$ cat src/hdl/sya_defs.svh
`ifndef SYA_DEFS_SVH
`define SYA_DEFS_SVH

// ======================================================================
// Array geometry
// ======================================================================

// PE rows, one activation lane each
`define SYA_ROWS 4
// PE columns, one weight lane each
`define SYA_COLS 4

// ======================================================================
// Datapath widths
// ======================================================================

`define SYA_DATA_W 8
// Product width plus headroom for long channel sums
`define SYA_ACC_W (2 * `SYA_DATA_W + 10)
`define SYA_ADDR_W 16
`define SYA_CNT_W 16

// Zero steps that push the last channel through the whole grid
`define SYA_FLUSH_STEPS (`SYA_ROWS + `SYA_COLS - 1)

`endif

$ cat src/hdl/sya_pkg.sv
`default_nettype none

`include "sya_defs.svh"

package sya_pkg;

    // Operand elements
    typedef logic signed [`SYA_DATA_W-1:0] act_t;
    typedef logic signed [`SYA_DATA_W-1:0] wgt_t;

    typedef act_t [`SYA_ROWS-1:0] act_vec_t;
    typedef wgt_t [`SYA_COLS-1:0] wgt_vec_t;

    // Accumulators, indexed [row][col]
    typedef logic signed [`SYA_ACC_W-1:0] acc_t;
    typedef acc_t [`SYA_ROWS-1:0][`SYA_COLS-1:0] acc_grid_t;

    // Requantized output
    typedef logic [`SYA_DATA_W-1:0] ofm_t;
    typedef ofm_t [`SYA_COLS-1:0] ofm_row_t;

    typedef logic [`SYA_ADDR_W-1:0] addr_t;
    typedef logic [`SYA_CNT_W-1:0] cnt_t;

    // Config word, tile and channel counts are never zero
    typedef struct packed {
        addr_t                  ofm_base;
        addr_t                  act_base;
        addr_t                  wgt_base;
        cnt_t                   num_til_ifm;
        cnt_t                   num_til_flt;
        cnt_t                   num_chn;
        logic [`SYA_DATA_W-1:0] shift;
        ofm_t                   zp;
        logic                   loop_order;
    } sya_cfg_t;

endpackage

`default_nettype wire

$ cat src/hdl/sya_feed_if.sv
`default_nettype none

interface sya_feed_if
    import sya_pkg::*;
();

    // One shift-and-accumulate cycle of the whole grid
    logic     step;
    // Unskewed operand vectors, zero while flushing
    act_vec_t act_vec;
    wgt_vec_t wgt_vec;
    // Tile end, takes the sums and clears the grid
    logic     capture;

    modport seq (output step, output act_vec, output wgt_vec, output capture);

    modport skew (input step, input act_vec, input wgt_vec);

    modport array (input step, input capture);

endinterface

`default_nettype wire

$ cat src/hdl/sya_operand_skew.sv
`default_nettype none

module sya_operand_skew #(
    parameter type lane_t  = logic [7:0],
    parameter int  LANES   = 4,
    // Selects the weight vector of the feed instead of the activations
    parameter bit  USE_WGT = 1'b0
) (
    input  logic              clk,
    input  logic              rst_n,
    sya_feed_if.skew          feed,
    output lane_t [LANES-1:0] vec_out
);

    for (genvar n = 0; n < LANES; n++) begin : g_lane
        lane_t lane_in;

        if (USE_WGT) begin : g_wgt
            assign lane_in = lane_t'(feed.wgt_vec[n]);
        end else begin : g_act
            assign lane_in = lane_t'(feed.act_vec[n]);
        end

        if (n == 0) begin : g_pass
            assign vec_out[n] = lane_in;
        end else begin : g_dly
            // n stages, advanced only on step
            lane_t taps [n];

            always_ff @(posedge clk or negedge rst_n) begin
                if (!rst_n) begin
                    for (int j = 0; j < n; j++) begin
                        taps[j] <= '0;
                    end
                end else if (feed.step) begin
                    taps[0] <= lane_in;
                    for (int j = 1; j < n; j++) begin
                        taps[j] <= taps[j-1];
                    end
                end
            end

            assign vec_out[n] = taps[n-1];
        end
    end

endmodule

`default_nettype wire

$ cat src/flat_wrapper.sv
// flat-port wrapper written by rule: the top's interface ports become plain ports
module sya_operand_skew_flat 
#(
    parameter type lane_t  = logic [7:0],
    parameter int  LANES   = 4,
                                                                       
    parameter bit  USE_WGT = 1'b0
)
  (clk, rst_n, vec_out, feed_step, feed_act_vec, feed_wgt_vec);
  sya_feed_if feed_i ();
  input  logic clk;
  input  logic rst_n;
  output lane_t [LANES-1:0] vec_out;
  input wire logic [$bits(feed_i.step)-1:0] feed_step;
  input wire logic [$bits(feed_i.act_vec)-1:0] feed_act_vec;
  input wire logic [$bits(feed_i.wgt_vec)-1:0] feed_wgt_vec;
  assign feed_i.step = feed_step;
  assign feed_i.act_vec = feed_act_vec;
  assign feed_i.wgt_vec = feed_wgt_vec;
  sya_operand_skew #(.lane_t(lane_t), .LANES(LANES), .USE_WGT(USE_WGT)) u_core (.clk(clk), .rst_n(rst_n), .feed(feed_i), .vec_out(vec_out));
endmodule
$ cat config.mk
export PLATFORM = sky130hd
export DESIGN_NAME = sya_operand_skew_flat
export DESIGN_NICKNAME = d
export VERILOG_FILES = /design/src/hdl/sya_pkg.sv /design/src/hdl/sya_feed_if.sv /design/src/hdl/sya_operand_skew.sv /design/src/flat_wrapper.sv
export VERILOG_INCLUDE_DIRS = /design/src /design/src/hdl
export SDC_FILE = /design/constraint.sdc
export NUM_CORES = 1
export LEC_CHECK = 0
export BUFFER_PORTS_ARGS = -buffer_cell sky130_fd_sc_hd__buf_2
export CAP_MARGIN = 20
export CORE_MARGIN = 2
export CORE_UTILIZATION = 49
export CTS_CLUSTER_DIAMETER = 80
export DETAILED_ROUTE_END_ITERATION = 10
export GPL_TIMING_DRIVEN = 1
export PLACE_DENSITY = 0.82
export SLEW_MARGIN = 10
export SYNTH_ARGS = -nofsm -noshare
export SYNTH_HDL_FRONTEND = slang
export SYNTH_SLANG_ARGS = --single-unit
$ cat constraint.sdc
create_clock -name clk -period 1.3 [get_ports clk]
set_input_delay 0.13 -clock clk [delete_from_list [all_inputs] [get_ports clk]]
set_output_delay 0.13 -clock clk [all_outputs]
set_load 0.005 [all_outputs]
==> flow_metrics.env <==
export IMPL_worst_setup_path_start_kind="flop"
export IMPL_wl_um=2980
export IMPL_cp_end_kind="output pin"
export IMPL_ctsLongestPathBuffers=2
export IMPL_syn_nets=192
export IMPL_initial_core_util_pct=51.0
export IMPL_ys_seq_elements=48
export IMPL_stdcell_area_um2=2280
export IMPL_netlist_top_cells_area="dfrtp_1 (59%), mux2_2 (15%), mux2_4 (15%), buf_4 (8.8%), buf_6 (1.7%)"
export IMPL_synthMostInstantiatedCell="dfrtp_1"
export IMPL_synth_cell_area_um2=2040
export IMPL_multi_input_area_um2=616
export IMPL_antenna_found_initial=0
export IMPL_async_reset_ff_share_pct=100
export IMPL_worstHoldStart="feed_act_vec[13]"
export IMPL_die_width_um=68.5
export IMPL_place_worst_setup_slack_ns=0.257
export IMPL_first_pass_iters=4
export IMPL_worstPathRequired_ns=1.17
export IMPL_fmax_mhz=1050
export IMPL_cts_hold_buf=1
export IMPL_num_rows=23
export IMPL_rsz0062_at_grt="no"
export IMPL_clk_latency_ns=0.28
export IMPL_max_stage_delay_ns=0.40
export IMPL_die_h_um=68.5
export IMPL_wire_per_inst_um=14.5
export IMPL_post_drt_via_cell_ratio=4.81
export IMPL_vias=990
export IMPL_path_clk_slew_ns=0.08
export IMPL_cts_root_buf="clkbuf_8"
export IMPL_slowest_stage="dfrtp_1"
export IMPL_finalHoldViolCount=0
export IMPL_cts_tree="done"
export IMPL_nFillCells=333
export IMPL_finalClockSkew_ns=0.00184
export IMPL_synth_warnings=0
export IMPL_antenna_left=0
export IMPL_post_route_period_util_pct=72.9
export IMPL_synthCells=125
export IMPL_worst_endpoint_arrival_ns=0.82
export IMPL_detail_route_iter0_violations=24
export IMPL_ctsResizeCount=0
export IMPL_dpl_cell_area_um2=2170
export IMPL_grt_overflow_total=0
export IMPL_area_growth_pct=11.5
export IMPL_fin_ws_ns=0.352
export IMPL_numCtsBuffers=5
export IMPL_startpoint="u_core.vec_out[25]$_DFFE_PN0P_"
export IMPL_htree_levels=2
export IMPL_synthFlopType="dfrtp_1"
export IMPL_critical_path_max_fanout=2
export IMPL_path_buf_inv=1
export IMPL_n_antenna_cell=0
export IMPL_synth_edff_count=0
export IMPL_relSlewSlack_pct=81.0
export IMPL_cts_setup_buffers=0
export IMPL_clkSinkCount=48
export IMPL_period_needed_ns=0.948
export IMPL_ys_seq_area_share_pct=58.9
export IMPL_grt_pass1_wl_um=4890
export IMPL_power_density_nw_per_um2=1410
export IMPL_grt_pass1_vias=1064
export IMPL_synth_cell_types=6
export IMPL_r2r_start="u_core.vec_out[25]$_DFFE_PN0P_"
export IMPL_drive_above_1_share_pct=68.6
export IMPL_synth_top_area_share_pct=58.9
export IMPL_io_buffer_count=50
export IMPL_synth_largest_area_cell="dfrtp_1"
export IMPL_gp_congestion=0.658
export IMPL_synth_area_per_cell_um2=16.3
export IMPL_core_um2=4000
export IMPL_drc=0
export IMPL_grt_max_degree=49
export IMPL_post_route_util_pct=56.9
export IMPL_grtUsageTotal_pct=14.3
export IMPL_worst_pin_slew_ns=0.285
export IMPL_io_pins=99
export IMPL_drv_slew=0
export IMPL_cp_top_family="flip-flops"
export IMPL_fp_dieArea_um2=4700
export IMPL_nets=223
export IMPL_maxCapViolCount=0
export IMPL_hold_class="in2reg"
export IMPL_fin_tns_setup_ns=0
export IMPL_status="complete, no violations"
export IMPL_p_leak_uw=0.00111
export IMPL_worstSetupPathType="reg2out"
export IMPL_finalSetupViolCount=0
export IMPL_power_uw=3210
export IMPL_seq_area_um2=1200
export IMPL_synthTopCellsByCount="dfrtp_1 (48), mux2_2 (28), buf_4 (24)"
export IMPL_path_cells="buf_2"
export IMPL_irDropWorstVdd_uv=955
layout make-up:
type                            instances  area share (%)
Sequential cell                        48            52.8
Timing Repair Buffer                   53            13.2
Tap cell                               50            2.75
Multi-Input combinational cell         48            27.0
Clock buffer                            7            4.23
sequential cells by signal, indices dropped and copies added, names as in the netlist:
signal / count
u_core.g_lane.g_dly.taps: 32
u_core.vec_out: 16
final timing paths:
kind	end	slack (ns)	cells past startpoint
max reg2reg	u_core.vec_out[25]$_DFFE_PN0P_	0.51	1
max	vec_out[25]	0.35	1
min	u_core.g_lane[1].g_dly.taps[5]$_DFFE_PN0P_	0.07	2
min reg2reg	u_core.g_lane[3].g_dly.taps[19]$_DFFE_PN0P_	0.51	1
min in group asynchronous	u_core.g_lane[3].g_dly.taps[15]$_DFFE_PN0P_	0.35	3
max in group asynchronous	u_core.vec_out[19]$_DFFE_PN0P_	0.74	3
per-stage QoR:
step	std cells	hold slack, ns
5_1_grt	206	0.0635
6_report	206	0.0709
3_3_place_gp	198	0.122
3_5_place_dp	198	0.132
2_1_floorplan	125	-0.166
4_1_cts	206	0.0587
report_power, final:
| group | total [uW] | leakage (uW) | internal (uW) | switching, uW |
|---|---|---|---|---|
| Combinational | 507 | 0.000496 | 330 | 176 |
| Sequential | 1790 | 0.000562 | 1690 | 103 |
| Clock | 910 | 0.0000503 | 474 | 436 |
| Total | 3210 | 0.00111 | 2490 | 715 |
routing by layer:
metal / routed length [um] / track usage (%) / share of wire (%)
met1: 1250 / 17.7 / 42
met3: 159 / 3.73 / 5.3
met5: 0 / 0 / 0
met4: 29 / 6.25 / 0.97
met2: 1540 / 23.6 / 52
cells by family (layout without fill, tap and decap cells):
family | after synthesis | count (layout) | synth area share [%]
DFF | 48 | 48 | 58.9
muxes | 48 | 48 | 30.2
buffers and inverters | 29 | 60 | 11.0
placed cells by master (no fill, tap or decap):
cell type,instances
mux2_4,20
dlygate4sd3_1,1
buf_2,50
clkbuf_8,7
buf_12,2
dfrtp_1,48
mux2_2,28
No activity file was read; power rests on OpenSTA's default activity.
