<file path="src/hdl/sya_defs.svh">
`ifndef SYA_DEFS_SVH
`define SYA_DEFS_SVH

// ======================================================================
// Array geometry
// ======================================================================

// PE rows, one activation lane each
`define SYA_ROWS 4
// PE columns, one weight lane each
`define SYA_COLS 4

// ======================================================================
// Datapath widths
// ======================================================================

`define SYA_DATA_W 8
// Product width plus headroom for long channel sums
`define SYA_ACC_W (2 * `SYA_DATA_W + 10)
`define SYA_ADDR_W 16
`define SYA_CNT_W 16

// Zero steps that push the last channel through the whole grid
`define SYA_FLUSH_STEPS (`SYA_ROWS + `SYA_COLS - 1)

`endif

</file>
<file path="src/hdl/sya_pkg.sv">
`default_nettype none

`include "sya_defs.svh"

package sya_pkg;

    // Operand elements
    typedef logic signed [`SYA_DATA_W-1:0] act_t;
    typedef logic signed [`SYA_DATA_W-1:0] wgt_t;

    typedef act_t [`SYA_ROWS-1:0] act_vec_t;
    typedef wgt_t [`SYA_COLS-1:0] wgt_vec_t;

    // Accumulators, indexed [row][col]
    typedef logic signed [`SYA_ACC_W-1:0] acc_t;
    typedef acc_t [`SYA_ROWS-1:0][`SYA_COLS-1:0] acc_grid_t;

    // Requantized output
    typedef logic [`SYA_DATA_W-1:0] ofm_t;
    typedef ofm_t [`SYA_COLS-1:0] ofm_row_t;

    typedef logic [`SYA_ADDR_W-1:0] addr_t;
    typedef logic [`SYA_CNT_W-1:0] cnt_t;

    // Config word, tile and channel counts are never zero
    typedef struct packed {
        addr_t                  ofm_base;
        addr_t                  act_base;
        addr_t                  wgt_base;
        cnt_t                   num_til_ifm;
        cnt_t                   num_til_flt;
        cnt_t                   num_chn;
        logic [`SYA_DATA_W-1:0] shift;
        ofm_t                   zp;
        logic                   loop_order;
    } sya_cfg_t;

endpackage

`default_nettype wire

</file>
<file path="src/hdl/sya_ofm_drain.sv">
`default_nettype none

`include "sya_defs.svh"

module sya_ofm_drain
    import sya_pkg::*;
(
    input  logic      clk,
    input  logic      rst_n,
    input  logic      capture,
    input  acc_grid_t acc_grid,
    input  addr_t     tile_ofm_addr,
    input  sya_cfg_t  cfg,
    output logic      drain_free,
    output logic      ofm_wr_vld,
    input  logic      ofm_wr_rdy,
    output addr_t     ofm_wr_addr,
    output ofm_row_t  ofm_wr_dat
);

    localparam int ROW_W = $clog2(`SYA_ROWS);

    acc_grid_t              grid_q;
    addr_t                  base_q;
    logic [`SYA_DATA_W-1:0] shift_q;
    ofm_t                   zp_q;
    logic                   busy;
    logic [ROW_W-1:0]       row_q;

    // ReLU, then an 8-bit slice plus zero point, wrapping
    function automatic ofm_t requant(acc_t v, logic [`SYA_DATA_W-1:0] sh, ofm_t zp);
        if (v < 0) begin
            return '0;
        end
        return ofm_t'(v >>> sh) + zp;
    endfunction

    // Copy of the tile, frees the grid for the next one
    always_ff @(posedge clk) begin
        if (capture) begin
            grid_q  <= acc_grid;
            base_q  <= tile_ofm_addr;
            shift_q <= cfg.shift;
            zp_q    <= cfg.zp;
        end
    end

    always_ff @(posedge clk or negedge rst_n) begin
        if (!rst_n) begin
            busy  <= 1'b0;
            row_q <= '0;
        end else if (capture) begin
            busy  <= 1'b1;
            row_q <= '0;
        end else if (busy && ofm_wr_rdy) begin
            if (row_q == ROW_W'(`SYA_ROWS - 1)) begin
                busy <= 1'b0;
            end
            row_q <= row_q + 1'b1;
        end
    end

    assign drain_free  = ~busy;
    assign ofm_wr_vld  = busy;
    assign ofm_wr_addr = base_q + addr_t'(row_q);

    always_comb begin
        for (int c = 0; c < `SYA_COLS; c++) begin
            ofm_wr_dat[c] = requant(grid_q[row_q][c], shift_q, zp_q);
        end
    end

endmodule

`default_nettype wire

</file>
<file path="config.mk">
export PLATFORM = sky130hd
export DESIGN_NAME = sya_ofm_drain
export DESIGN_NICKNAME = d
export VERILOG_FILES = /design/src/hdl/sya_pkg.sv /design/src/hdl/sya_ofm_drain.sv
export VERILOG_INCLUDE_DIRS = /design/src /design/src/hdl
export SDC_FILE = /design/constraint.sdc
export NUM_CORES = 1
export LEC_CHECK = 0
export BUFFER_PORTS_ARGS = -buffer_cell sky130_fd_sc_hd__buf_2
export CELL_PAD_IN_SITES_DETAIL_PLACEMENT = 1
export CELL_PAD_IN_SITES_GLOBAL_PLACEMENT = 1
export CORE_MARGIN = 4
export CORE_UTILIZATION = 30
export DETAILED_ROUTE_END_ITERATION = 12
export HOLD_SLACK_MARGIN = 0.05
export PLACE_DENSITY_LB_ADDON = 0.1
export SYNTH_ARGS = -nofsm -noshare
export SYNTH_HDL_FRONTEND = slang
export SYNTH_SLANG_ARGS = --single-unit
</file>
<file path="constraint.sdc">
create_clock -name clk -period 6.2 [get_ports clk]
set_input_delay 1.86 -clock clk [delete_from_list [all_inputs] [get_ports clk]]
set_output_delay 1.86 -clock clk [all_outputs]
set_load 0.03 [all_outputs]
</file>
==> qor.json <==
{
  "floorplan": {
    "die_h_um": 288,
    "die_w_um": 288,
    "row_count": 102,
    "floorplan.initialDensity_pct": 30.4,
    "pin_count": 599,
    "die_area_sq_um": 83100,
    "fp.coreArea_sq_um": 77600
  },
  "worst_setup_path": {
    "critical-path-max-stage-delay_ns": 0.55,
    "critPathCaptureType": "output pin",
    "worstPathCellList": "buf_6, mux4_2, buf_12, buf_16, a222oi_1, mux4_2, mux2i_1, nand2_1, a31oi_4, ha_1, a21o_1, a21oi_2, o21bai_1, a2111o_1, a21o_1, a2111oi_2, nand2b_2, buf_6",
    "timing.setup.critical_path_class": "register to output pin",
    "cp.arrival_ns": 5.21,
    "critPathSlowestCell": "sky130_fd_sc_hd__mux4_2",
    "timing.critical_path.from_type": "register",
    "crit_required_ns": 4.34,
    "critical_path.max_fanout": 6
  },
  "clock_network": {
    "cts_buffers": 50,
    "path_clk_slew_ns": 0.06,
    "clk_path_buf_depth": 3,
    "cts.sink_count": 451,
    "cts_tree": "yes",
    "cts_root_buffer": "sky130_fd_sc_hd__clkbuf_16",
    "worst_skew_pair.late_latency_ns": 0.61,
    "deepest_level_of_the_cts_h_tree": 2
  },
  "timing": {
    "hold_ws_ns": 0.595,
    "tightestPinTransition_ns": 0.915,
    "maxClockFrequency_ghz": 0.141,
    "setup_repair_after_global_routing_missed_its_margin": "true",
    "fin_ws_ns": -0.872,
    "setup_tns_ns": -9.58,
    "hold_viol": 0,
    "setup_viol": 27,
    "final_min_period_over_clock_period_pct": 114,
    "finClkSkew_ns": 0.000539,
    "timing_max_transition_violations_final": 0,
    "final.min_clock_period_ns": 7.07,
    "timing.max_slew.rel_slack_pct": 39.0
  },
  "final_layout": {
    "final-seq-area_sq_um": 13500,
    "area_growth_syn_to_layout_pct": 42.7,
    "share_of_post_route_cells_with_drive_strength_above_1_pct": 53.1,
    "multi_input_area_sq_um": 10400,
    "filler_cell_count": 8235,
    "layout.nets": 3158
  },
  "synth": {
    "netlist_top_cells_area": "sky130_fd_sc_hd__edfxtp_1 (57%), sky130_fd_sc_hd__mux4_2 (11%), sky130_fd_sc_hd__mux2i_1 (3.7%)",
    "async_reset_ff_share_pct": 0.665,
    "synth.cell_area_sq_um": 23600,
    "ys_seq_area_share_pct": 57.4,
    "edff_count_synth": 448,
    "synth_most_common_cell": "sky130_fd_sc_hd__edfxtp_1",
    "synthTopCellsByCount": "sky130_fd_sc_hd__edfxtp_1 (448), sky130_fd_sc_hd__nand2_1 (142), sky130_fd_sc_hd__nor2_1 (112), sky130_fd_sc_hd__mux4_2 (110)",
    "synthesis.instances": 1698,
    "dominantRegCellSynth": "sky130_fd_sc_hd__edfxtp_1",
    "yosysTopAreaCell": "sky130_fd_sc_hd__edfxtp_1",
    "synth_largest_type_area_fraction_pct": 57.1,
    "synth_area_per_cell_sq_um": 13.9,
    "synth.ff_latch_count": 451,
    "synth.yosys.warnings": 0,
    "syn-num-nets": 2283,
    "post_synthesis_cell_type_count": 72
  },
  "global_routing": {
    "grt_max_degree": 110,
    "grt_use_total_pct": 21.7,
    "first_global_vias": 20300,
    "wire_length_of_the_first_global_routing_pass_um": 133000,
    "grt_overflow": 0,
    "antenna_found_initial": 32
  },
  "detailed_routing": {
    "detailedRoute.firstIterationViolations": 1365,
    "antenna_violating_nets_post_route": 0,
    "routedWlPerCell_um": 25.6,
    "via_per_inst": 5.08,
    "drt_drc_violations_left": 0,
    "totalWireLength_um": 94100,
    "vias": 18700,
    "firstDrtPassIters": 7
  },
  "run_status": {
    "result_of_the_run": "finished, violations left",
    "failed_checks": "negative setup slack"
  },
  "placement": {
    "gp_routability_congestion": 0.873,
    "dp_worst_setup_slack_ns": -0.747,
    "detailedPlacementHpwl_um": 72200,
    "port-buffer-count": 501
  },
  "power": {
    "power_uw": 10000,
    "pwr_density_cell_nw_per_um2": 299,
    "ir_drop_mv": 0.203,
    "p_leak_uw": 0.0131
  },
  "run": {
    "timing.max_cap.violations": 0
  },
  "worst_hold_path": {
    "hold_class": "register to register"
  }
}
==> critical path: cells and delay by family (launching register included) <==
kind | cells | cell delay [ns]
DFF | 1 | 0.51
AOI/OAI and AO/OA | 8 | 1.84
muxes | 3 | 1.03
and+or+nand+nor | 2 | 0.29
adders and majority gates | 1 | 0.30
buffers and inverters | 4 | 0.61
==> layer usage <==
metal / global-route usage (%) / up-vias / part of all wire, %
li1: - / 8608 / -
met1: 27.8 / 9428 / 42
met2: 37.1 / 502 / 50
met3: 4.35 / 132 / 5.3
met4: 6.77 / 16 / 3.1
met5: 0 / - / 0.12
==> cells in the final DEF (no fill, tap or decap), drive strengths merged, types with 42 or more instances in the layout <==
master    n
nand2   142
a21oi    87
clkbuf   62
edfxtp  448
o21ai    66
nand3    42
buf     942
mux2     74
nor2    112
mux4    111
mux2i    87
==> per-stage QoR <==
stage / instances / instance area (sq um) / utilization, %
floorplan: 1698 / 23600 / -
global placement: 3481 / 29800 / 38.4
detailed placement: 3481 / 29800 / 38.4
CTS: 3632 / 32900 / 42.4
global route: 3667 / 33600 / 43.3
finish: 3676 / 33600 / 43.3
==> cell type report <==
class | instances | share of cell area, %
multi-input cells | 1106 | 31.1
diodes | 24 | 0.179
repair buffers | 947 | 19.8
clock inverters | 34 | 0.834
clock buffers | 57 | 3.80
well taps | 1040 | 3.87
inverters | 17 | 0.190
flip-flops and latches | 451 | 40.3
==> timing repair <==
action / CTS / global route
hold buffers: 0 / 0
setup buffers: 59 / 28
gates resized for setup: 230 / 105
gates cloned: 5 / 5
setup endpoints to repair: 28 / 28
hold endpoints to repair: 0 / 0
pin swaps: 96 / 87
==> worst paths after layout <==
| path | endpoint | cells after the start | slack [ns] | from |
|---|---|---|---|---|
| setup / recovery | ofm_wr_dat[15] | 18 | -0.87 | row_q[0] |
| hold / removal | ofm_wr_vld | 1 | 0.59 | ofm_wr_vld |
| setup reg to reg | row_q[1] | 6 | 4.68 | row_q[0] |
| hold reg to reg | ofm_wr_vld | 1 | 0.59 | ofm_wr_vld |
| max in group asynchronous | row_q[1] | 1 | 5.04 | rst_n |
| min in group asynchronous | ofm_wr_vld | 1 | 1.03 | rst_n |
==> where the power goes <==
| group | switching, uW | total, uW | internal, uW |
|---|---|---|---|
| registers | 99.1 | 3730 | 3630 |
| logic | 1800 | 3480 | 1680 |
| clock network | 1270 | 2850 | 1580 |
| total | 3170 | 10000 | 6880 |
==> logic make-up after synthesis <==
| family | count (synthesis) | synth area share, % |
|---|---|---|
| multiplexers | 272 | 17.9 |
| AO/OA/AOI/OAI | 381 | 11.2 |
| flip-flops | 451 | 57.4 |
| AND/OR/NAND/NOR | 381 | 7.13 |
| adder cells (fa/ha/maj) | 36 | 2.07 |
| buffers and inverters | 141 | 2.97 |
| XOR/XNOR | 36 | 1.34 |
==> sequential cells by signal (all words and copies together) (netlist names) <==
| register | count |
|---|---|
| grid_q | 416 |
| base_q | 16 |
| shift_q | 8 |
| zp_q | 8 |
| row_q | 2 |
| ofm_wr_vld | 1 |
(Power assumes the default switching activity.)
