[src/hdl/sya_defs.svh]
`ifndef SYA_DEFS_SVH
`define SYA_DEFS_SVH

// ======================================================================
// Array geometry
// ======================================================================

// PE rows, one activation lane each
`define SYA_ROWS 4
// PE columns, one weight lane each
`define SYA_COLS 4

// ======================================================================
// Datapath widths
// ======================================================================

`define SYA_DATA_W 8
// Product width plus headroom for long channel sums
`define SYA_ACC_W (2 * `SYA_DATA_W + 10)
`define SYA_ADDR_W 16
`define SYA_CNT_W 16

// Zero steps that push the last channel through the whole grid
`define SYA_FLUSH_STEPS (`SYA_ROWS + `SYA_COLS - 1)

`endif

[src/hdl/sya_pkg.sv]
`default_nettype none

`include "sya_defs.svh"

package sya_pkg;

    // Operand elements
    typedef logic signed [`SYA_DATA_W-1:0] act_t;
    typedef logic signed [`SYA_DATA_W-1:0] wgt_t;

    typedef act_t [`SYA_ROWS-1:0] act_vec_t;
    typedef wgt_t [`SYA_COLS-1:0] wgt_vec_t;

    // Accumulators, indexed [row][col]
    typedef logic signed [`SYA_ACC_W-1:0] acc_t;
    typedef acc_t [`SYA_ROWS-1:0][`SYA_COLS-1:0] acc_grid_t;

    // Requantized output
    typedef logic [`SYA_DATA_W-1:0] ofm_t;
    typedef ofm_t [`SYA_COLS-1:0] ofm_row_t;

    typedef logic [`SYA_ADDR_W-1:0] addr_t;
    typedef logic [`SYA_CNT_W-1:0] cnt_t;

    // Config word, tile and channel counts are never zero
    typedef struct packed {
        addr_t                  ofm_base;
        addr_t                  act_base;
        addr_t                  wgt_base;
        cnt_t                   num_til_ifm;
        cnt_t                   num_til_flt;
        cnt_t                   num_chn;
        logic [`SYA_DATA_W-1:0] shift;
        ofm_t                   zp;
        logic                   loop_order;
    } sya_cfg_t;

endpackage

`default_nettype wire

[src/hdl/sya_feed_if.sv]
`default_nettype none

interface sya_feed_if
    import sya_pkg::*;
();

    // One shift-and-accumulate cycle of the whole grid
    logic     step;
    // Unskewed operand vectors, zero while flushing
    act_vec_t act_vec;
    wgt_vec_t wgt_vec;
    // Tile end, takes the sums and clears the grid
    logic     capture;

    modport seq (output step, output act_vec, output wgt_vec, output capture);

    modport skew (input step, input act_vec, input wgt_vec);

    modport array (input step, input capture);

endinterface

`default_nettype wire

[src/hdl/sya_loop_seq.sv]
`default_nettype none

`include "sya_defs.svh"

module sya_loop_seq
    import sya_pkg::*;
(
    input  logic     clk,
    input  logic     rst_n,
    input  logic     cfg_vld,
    output logic     cfg_rdy,
    input  sya_cfg_t cfg_info,
    output logic     act_rd_addr_vld,
    input  logic     act_rd_addr_rdy,
    output addr_t    act_rd_addr,
    output logic     wgt_rd_addr_vld,
    input  logic     wgt_rd_addr_rdy,
    output addr_t    wgt_rd_addr,
    input  logic     act_rd_dat_vld,
    input  act_vec_t act_rd_dat,
    input  logic     wgt_rd_dat_vld,
    input  wgt_vec_t wgt_rd_dat,
    output logic     rd_dat_rdy,
    sya_feed_if.seq  feed,
    input  logic     drain_free,
    output sya_cfg_t cfg,
    output addr_t    tile_ofm_addr
);

    localparam int FLUSH_W = $clog2(`SYA_FLUSH_STEPS + 1);

    typedef enum logic [1:0] {S_IDLE, S_FEED, S_FLUSH, S_CAPT} seq_state_t;

    // Position in the loop nest
    typedef struct packed {
        cnt_t ifm;
        cnt_t flt;
        cnt_t chn;
    } loop_pos_t;

    seq_state_t         state;
    sya_cfg_t           cfg_q;
    loop_pos_t          a_pos;
    loop_pos_t          d_pos;
    logic               addr_done;
    logic [FLUSH_W-1:0] flush_cnt;
    logic               cfg_hs;
    logic               addr_vld;
    logic               addr_hs;
    logic               dat_hs;
    logic               flush_step;

    function automatic logic pos_last(loop_pos_t p, sya_cfg_t c);
        return (p.chn == c.num_chn - 1'b1) &&
               (p.ifm == c.num_til_ifm - 1'b1) &&
               (p.flt == c.num_til_flt - 1'b1);
    endfunction

    // Channel innermost, then the tile loop picked by loop_order
    function automatic loop_pos_t next_pos(loop_pos_t p, sya_cfg_t c);
        loop_pos_t n;
        logic      ifm_end;
        logic      flt_end;
        n       = p;
        ifm_end = (p.ifm == c.num_til_ifm - 1'b1);
        flt_end = (p.flt == c.num_til_flt - 1'b1);
        if (p.chn != c.num_chn - 1'b1) begin
            n.chn = p.chn + 1'b1;
        end else begin
            n.chn = '0;
            if (!c.loop_order) begin
                n.flt = flt_end ? '0 : p.flt + 1'b1;
                if (flt_end) begin
                    n.ifm = ifm_end ? '0 : p.ifm + 1'b1;
                end
            end else begin
                n.ifm = ifm_end ? '0 : p.ifm + 1'b1;
                if (ifm_end) begin
                    n.flt = flt_end ? '0 : p.flt + 1'b1;
                end
            end
        end
        return n;
    endfunction

    assign cfg_rdy = (state == S_IDLE);
    assign cfg_hs  = cfg_vld & cfg_rdy;
    assign cfg     = cfg_q;

    always_ff @(posedge clk) begin
        if (cfg_hs) begin
            cfg_q <= cfg_info;
        end
    end

    // ==================================================================
    // Read address issue
    // ==================================================================

    // Both channels transfer in the same cycle
    assign addr_vld        = (state != S_IDLE) & ~addr_done;
    assign act_rd_addr_vld = addr_vld & wgt_rd_addr_rdy;
    assign wgt_rd_addr_vld = addr_vld & act_rd_addr_rdy;
    assign addr_hs         = addr_vld & act_rd_addr_rdy & wgt_rd_addr_rdy;

    assign act_rd_addr = cfg_q.act_base + a_pos.ifm * cfg_q.num_chn + a_pos.chn;
    assign wgt_rd_addr = cfg_q.wgt_base + a_pos.flt * cfg_q.num_chn + a_pos.chn;

    always_ff @(posedge clk or negedge rst_n) begin
        if (!rst_n) begin
            a_pos     <= '0;
            addr_done <= 1'b0;
        end else if (cfg_hs) begin
            a_pos     <= '0;
            addr_done <= 1'b0;
        end else if (addr_hs) begin
            a_pos     <= next_pos(a_pos, cfg_q);
            addr_done <= pos_last(a_pos, cfg_q);
        end
    end

    // ==================================================================
    // Data acceptance, flush and capture
    // ==================================================================

    assign rd_dat_rdy = (state == S_FEED);
    assign dat_hs     = rd_dat_rdy & act_rd_dat_vld & wgt_rd_dat_vld;
    // Held while the previous tile still drains
    assign flush_step = (state == S_FLUSH) & drain_free;

    assign feed.step    = dat_hs | flush_step;
    assign feed.act_vec = (state == S_FEED) ? act_rd_dat : '0;
    assign feed.wgt_vec = (state == S_FEED) ? wgt_rd_dat : '0;
    assign feed.capture = (state == S_CAPT);

    // d_pos still names the tile being captured
    assign tile_ofm_addr = cfg_q.ofm_base +
        (d_pos.ifm * cfg_q.num_til_flt + d_pos.flt) * addr_t'(`SYA_ROWS);

    always_ff @(posedge clk or negedge rst_n) begin
        if (!rst_n) begin
            state     <= S_IDLE;
            d_pos     <= '0;
            flush_cnt <= '0;
        end else begin
            case (state)
                S_IDLE: begin
                    if (cfg_hs) begin
                        state <= S_FEED;
                        d_pos <= '0;
                    end
                end
                S_FEED: begin
                    if (dat_hs) begin
                        if (d_pos.chn == cfg_q.num_chn - 1'b1) begin
                            state     <= S_FLUSH;
                            flush_cnt <= '0;
                        end else begin
                            d_pos.chn <= d_pos.chn + 1'b1;
                        end
                    end
                end
                S_FLUSH: begin
                    if (flush_step) begin
                        if (flush_cnt == FLUSH_W'(`SYA_FLUSH_STEPS - 1)) begin
                            state <= S_CAPT;
                        end else begin
                            flush_cnt <= flush_cnt + 1'b1;
                        end
                    end
                end
                default: begin
                    // Capture cycle, move on to the next tile or stop
                    d_pos <= next_pos(d_pos, cfg_q);
                    state <= pos_last(d_pos, cfg_q) ? S_IDLE : S_FEED;
                end
            endcase
        end
    end

endmodule

`default_nettype wire

[src/flat_wrapper.sv]
// flat-port wrapper written by rule: the top's interface ports become plain ports
module sya_loop_seq_flat import sya_pkg::*;
  (clk, rst_n, cfg_vld, cfg_rdy, cfg_info, act_rd_addr_vld, act_rd_addr_rdy, act_rd_addr, wgt_rd_addr_vld, wgt_rd_addr_rdy, wgt_rd_addr, act_rd_dat_vld, act_rd_dat, wgt_rd_dat_vld, wgt_rd_dat, rd_dat_rdy, drain_free, cfg, tile_ofm_addr, feed_step, feed_act_vec, feed_wgt_vec, feed_capture);
  sya_feed_if feed_i ();
  input  logic clk;
  input  logic rst_n;
  input  logic cfg_vld;
  output logic cfg_rdy;
  input  sya_cfg_t cfg_info;
  output logic act_rd_addr_vld;
  input  logic act_rd_addr_rdy;
  output addr_t act_rd_addr;
  output logic wgt_rd_addr_vld;
  input  logic wgt_rd_addr_rdy;
  output addr_t wgt_rd_addr;
  input  logic act_rd_dat_vld;
  input  act_vec_t act_rd_dat;
  input  logic wgt_rd_dat_vld;
  input  wgt_vec_t wgt_rd_dat;
  output logic rd_dat_rdy;
  input  logic drain_free;
  output sya_cfg_t cfg;
  output addr_t tile_ofm_addr;
  output wire logic [$bits(feed_i.step)-1:0] feed_step;
  output wire logic [$bits(feed_i.act_vec)-1:0] feed_act_vec;
  output wire logic [$bits(feed_i.wgt_vec)-1:0] feed_wgt_vec;
  output wire logic [$bits(feed_i.capture)-1:0] feed_capture;
  assign feed_step = feed_i.step;
  assign feed_act_vec = feed_i.act_vec;
  assign feed_wgt_vec = feed_i.wgt_vec;
  assign feed_capture = feed_i.capture;
  sya_loop_seq u_core (.clk(clk), .rst_n(rst_n), .cfg_vld(cfg_vld), .cfg_rdy(cfg_rdy), .cfg_info(cfg_info), .act_rd_addr_vld(act_rd_addr_vld), .act_rd_addr_rdy(act_rd_addr_rdy), .act_rd_addr(act_rd_addr), .wgt_rd_addr_vld(wgt_rd_addr_vld), .wgt_rd_addr_rdy(wgt_rd_addr_rdy), .wgt_rd_addr(wgt_rd_addr), .act_rd_dat_vld(act_rd_dat_vld), .act_rd_dat(act_rd_dat), .wgt_rd_dat_vld(wgt_rd_dat_vld), .wgt_rd_dat(wgt_rd_dat), .rd_dat_rdy(rd_dat_rdy), .feed(feed_i), .drain_free(drain_free), .cfg(cfg), .tile_ofm_addr(tile_ofm_addr));
endmodule
[config.mk]
export PLATFORM = sky130hd
export DESIGN_NAME = sya_loop_seq_flat
export DESIGN_NICKNAME = d
export VERILOG_FILES = /design/src/hdl/sya_pkg.sv /design/src/hdl/sya_feed_if.sv /design/src/hdl/sya_loop_seq.sv /design/src/flat_wrapper.sv
export VERILOG_INCLUDE_DIRS = /design/src /design/src/hdl
export SDC_FILE = /design/constraint.sdc
export NUM_CORES = 1
export LEC_CHECK = 0
export ABC_AREA = 1
export CAP_MARGIN = 30
export CORE_MARGIN = 4
export CORE_UTILIZATION = 45
export CTS_CLUSTER_DIAMETER = 120
export CTS_CLUSTER_SIZE = 24
export DETAILED_ROUTE_END_ITERATION = 8
export DONT_BUFFER_PORTS = 1
export SKIP_CTS_REPAIR_TIMING = 1
export SLEW_MARGIN = 5
export SYNTH_ARGS = -nofsm -noshare
export SYNTH_HDL_FRONTEND = slang
export SYNTH_SLANG_ARGS = --single-unit
[constraint.sdc]
create_clock -name clk -period 9.3 [get_ports clk]
set_clock_uncertainty 0.1 [all_clocks]
set_input_delay 1.395 -clock clk [delete_from_list [all_inputs] [get_ports clk]]
set_output_delay 1.395 -clock clk [all_outputs]
set_load 0.03 [all_outputs]
==> flow_summary.yaml <==
critical_path:
  critPathMaxFanout: 16
  path_common_cell: "fa_1"
  endpoint_kind: "output port"
  cp-startpoint: "u_core.cfg[38]$_DFFE_PP_"
  worstPathCellList: "nand2_1 -> fa_1 -> inv_1 -> fa_1 -> fa_1 -> inv_1 -> fa_1 -> inv_1 -> fa_1 -> fa_1 -> ha_1 -> nand2_1 -> nor3_1 -> nand3b_1 -> o2111ai_1 -> xor2_1 -> ha_1 -> inv_1 -> nor3_1 -> a211oi_1 -> o21ai_0 -> a31oi_1 -> nand3_1 -> nand2_1"
  crit_cells: 24
  cp-start-kind: "register"
  crit_arrival_ns: 7.09
  r2r_start: "u_core.state[0]$_DFFE_PN0P_"
  crit_type: "reg -> out"
  reg2reg_depth: 11
  max_stage_delay_ns: 0.94
  critPathTopFamily: "adder cells"
  crit_buf_inv: 4
  worstPathRequired_ns: 7.81
  cp_slowest_cell: "edfxtp_1"
detailed_routing:
  met1_length_um: 36730
  antenna_left: 0
  dr_wl_met2_um: 38530
  avgRoutedWirePerCell_um: 17.68
  drt-initial-drc-count: 1807
  viasPerCell: 5.021
  route.met3.wl_um: 5489
  drt_pass1_iterations: 6
  wirelength_um: 82260
  drc: 0
  vias: 23360
  highest_layer: "met5"
placed_design:
  post-place-ws_ns: 1.288
  dpl.hpwl_um: 66100
  dp.cells: 4623
  io_buffers: 0
  gp_congestion: 0.9179
timing:
  drv_slew: 0
  rsz0062_at_grt: "false"
  fin_tns_setup_ns: 0
  setup_viol: 0
  maxSlewHeadroom_pct: 31.32
  whs_ns: 0.4276
  tightest_slew_ns: 1.030
  period_share_pct: 92.35
  period_minus_slack_ns: 8.588
  finalHoldViolCount: 0
  fin_ws_ns: 0.7116
  max_freq_mhz: 116.4
yosys:
  yosys.cell_types.count: 54
  synthMostInstantiatedCell: "nand2_1"
  synth_top_area_share_pct: 20.14
  yosysSeqAreaShare_pct: 20.98
  synth_area_mm2: 0.02833
  ys_ff_latch: 215
  postSynthCellCount: 3896
  synth_common_cells: "nand2_1, inv_1, fa_1, nand3_1, nor2_1"
  synth-main-ff-cell: "edfxtp_1"
  synth_edf_count: 113
  synth_top_cell_by_area: "fa_1"
  synth_area_leaders: "fa_1, nand2_1, edfxtp_1"
  avgSynthCellArea_um2: 7.272
  syn-num-nets: 4538
  ys_warn_count: 0
  synth-async-reset-ratio_pct: 47.44
floorplanning:
  dieArea_mm2: 0.06704
  core_mm2: 0.06205
  dieWidth_um: 258.9
  die_h_um: 258.9
  initial_core_util_pct: 45.66
  pin_count: 416
  rows: 91
grt:
  grt_pass1_vias: 22860
  antenna_found_initial: 6
  grt.overflow.total: 0
  grt_max_degree: 103
  track_usage_pct: 24.24
  grt_pass1_wl_um: 129100
outcome:
  status: "finished, final reports clean"
cts:
  cts_tree: "yes"
  htree_num_levels: 1
  clockBufferDepth: 3
  clock_latency_ns: 0.56
  clkTransAtPathRegs_ns: 0.11
  clock-sinks: 215
  cts_made_buffers: 15
  cts_root_buf: "clkbuf_16"
final_layout:
  area_growth_pct: 4.500
  num-fill-cells: 6229
  nNetsFinal: 4447
  register_area_mm2: 0.005946
  fin_cells: 4652
  multi_input_area_mm2: 0.01827
  drive_gt1_share_pct: 3.907
min_path:
  min_from: "u_core.d_pos[15]$_DFFE_PN0P_"
  hold_class: "reg -> reg"
  hold_depth: 2
run:
  maxCapViolations: 0
[layer usage]
| layer | up-vias | track usage [%] |
|---|---|---|
| met4 | 8 | 4.183 |
| li1 | 11430 | - |
| met3 | 91 | 4.380 |
| met2 | 730 | 40.95 |
| met1 | 11100 | 33.23 |
| met5 | - | 0 |
[cell usage in the layout (no fill, tap or decap), types with 3 or more instances in the layout]
cell type,netlist,layout
a211oi_1,3,3
a21o_1,3,3
a21oi_1,52,52
and3_1,3,3
buf_16,0,4
buf_4,11,40
clkbuf_16,0,16
dfrtp_1,102,102
edfxtp_1,113,113
fa_1,285,285
ha_1,172,170
inv_1,903,903
inv_2,9,9
inv_6,0,5
nand2_1,1166,1166
nand2_2,8,8
nand2_4,4,4
nand3_1,271,271
nand3_2,7,7
nand3_4,7,7
nand3b_1,16,16
nand4_1,34,34
nor2_1,213,213
nor2_2,18,18
nor2_4,6,6
nor3_1,37,37
nor3_2,3,3
nor4_1,17,17
o2111ai_1,5,5
o21ai_0,47,47
or2_2,10,10
xnor2_1,50,50
xnor3_1,3,3
xor2_1,151,151
[registers in the layout, indices dropped and copies added, names as in the netlist]
| signal | count |
|---|---|
| u_core.a_pos | 48 |
| u_core.addr_done | 1 |
| u_core.cfg | 113 |
| u_core.d_pos | 48 |
| u_core.flush_cnt | 3 |
| u_core.state | 2 |
[cells by family after synthesis]
kind of cell               share of synthesized area (%)
DFF                                                20.98
adders and majority gates                          27.73
and+or+nand+nor                                    27.59
buffers and inverters                              14.56
xor gates and xnor gates                           6.620
AOI/OAI and AO/OA                                  2.508
[stage by stage]
stage | util (%) | instance area [um2]
6_report | 47.71 | 29610
5_1_grt | 47.71 | 29610
4_1_cts | 47.62 | 29550
3_5_place_dp | 46.82 | 29050
3_3_place_gp | 46.73 | 29000
2_1_floorplan | - | 28330
[worst min-delay path: stages, from the launching register on]
cell and delay (ns):
dfrtp_1 0.39, nand2_1 0.06, nand2_1 0.05
[final cells by class]
| cell class | instances | area share, % |
|---|---|---|
| Inverter | 915 | 11.62 |
| Antenna cell | 1 | 0.008452 |
| Sequential cell | 215 | 20.08 |
| Clock buffer | 18 | 1.378 |
| Timing Repair Buffer | 44 | 1.386 |
| Tap cell | 837 | 3.537 |
| Clock inverter | 8 | 0.3000 |
| Multi-Input combinational cell | 2614 | 61.69 |
[final timing paths]
kind	to	slack, ns
max in group asynchronous	u_core.a_pos[32]$_DFFE_PN0P_	8.37
worst max register to register	u_core.a_pos[14]$_DFFE_PN0P_	5.02
worst max-delay path	tile_ofm_addr[15]	0.71
worst min register to register	u_core.d_pos[15]$_DFFE_PN0P_	0.43
min in group asynchronous	u_core.d_pos[18]$_DFFE_PN0P_	0.44
worst min-delay path	u_core.d_pos[15]$_DFFE_PN0P_	0.43
Power is left out: the tool's default activity adds up to more than one toggle a clock period on the data nets, which glitch-free logic cannot reach.
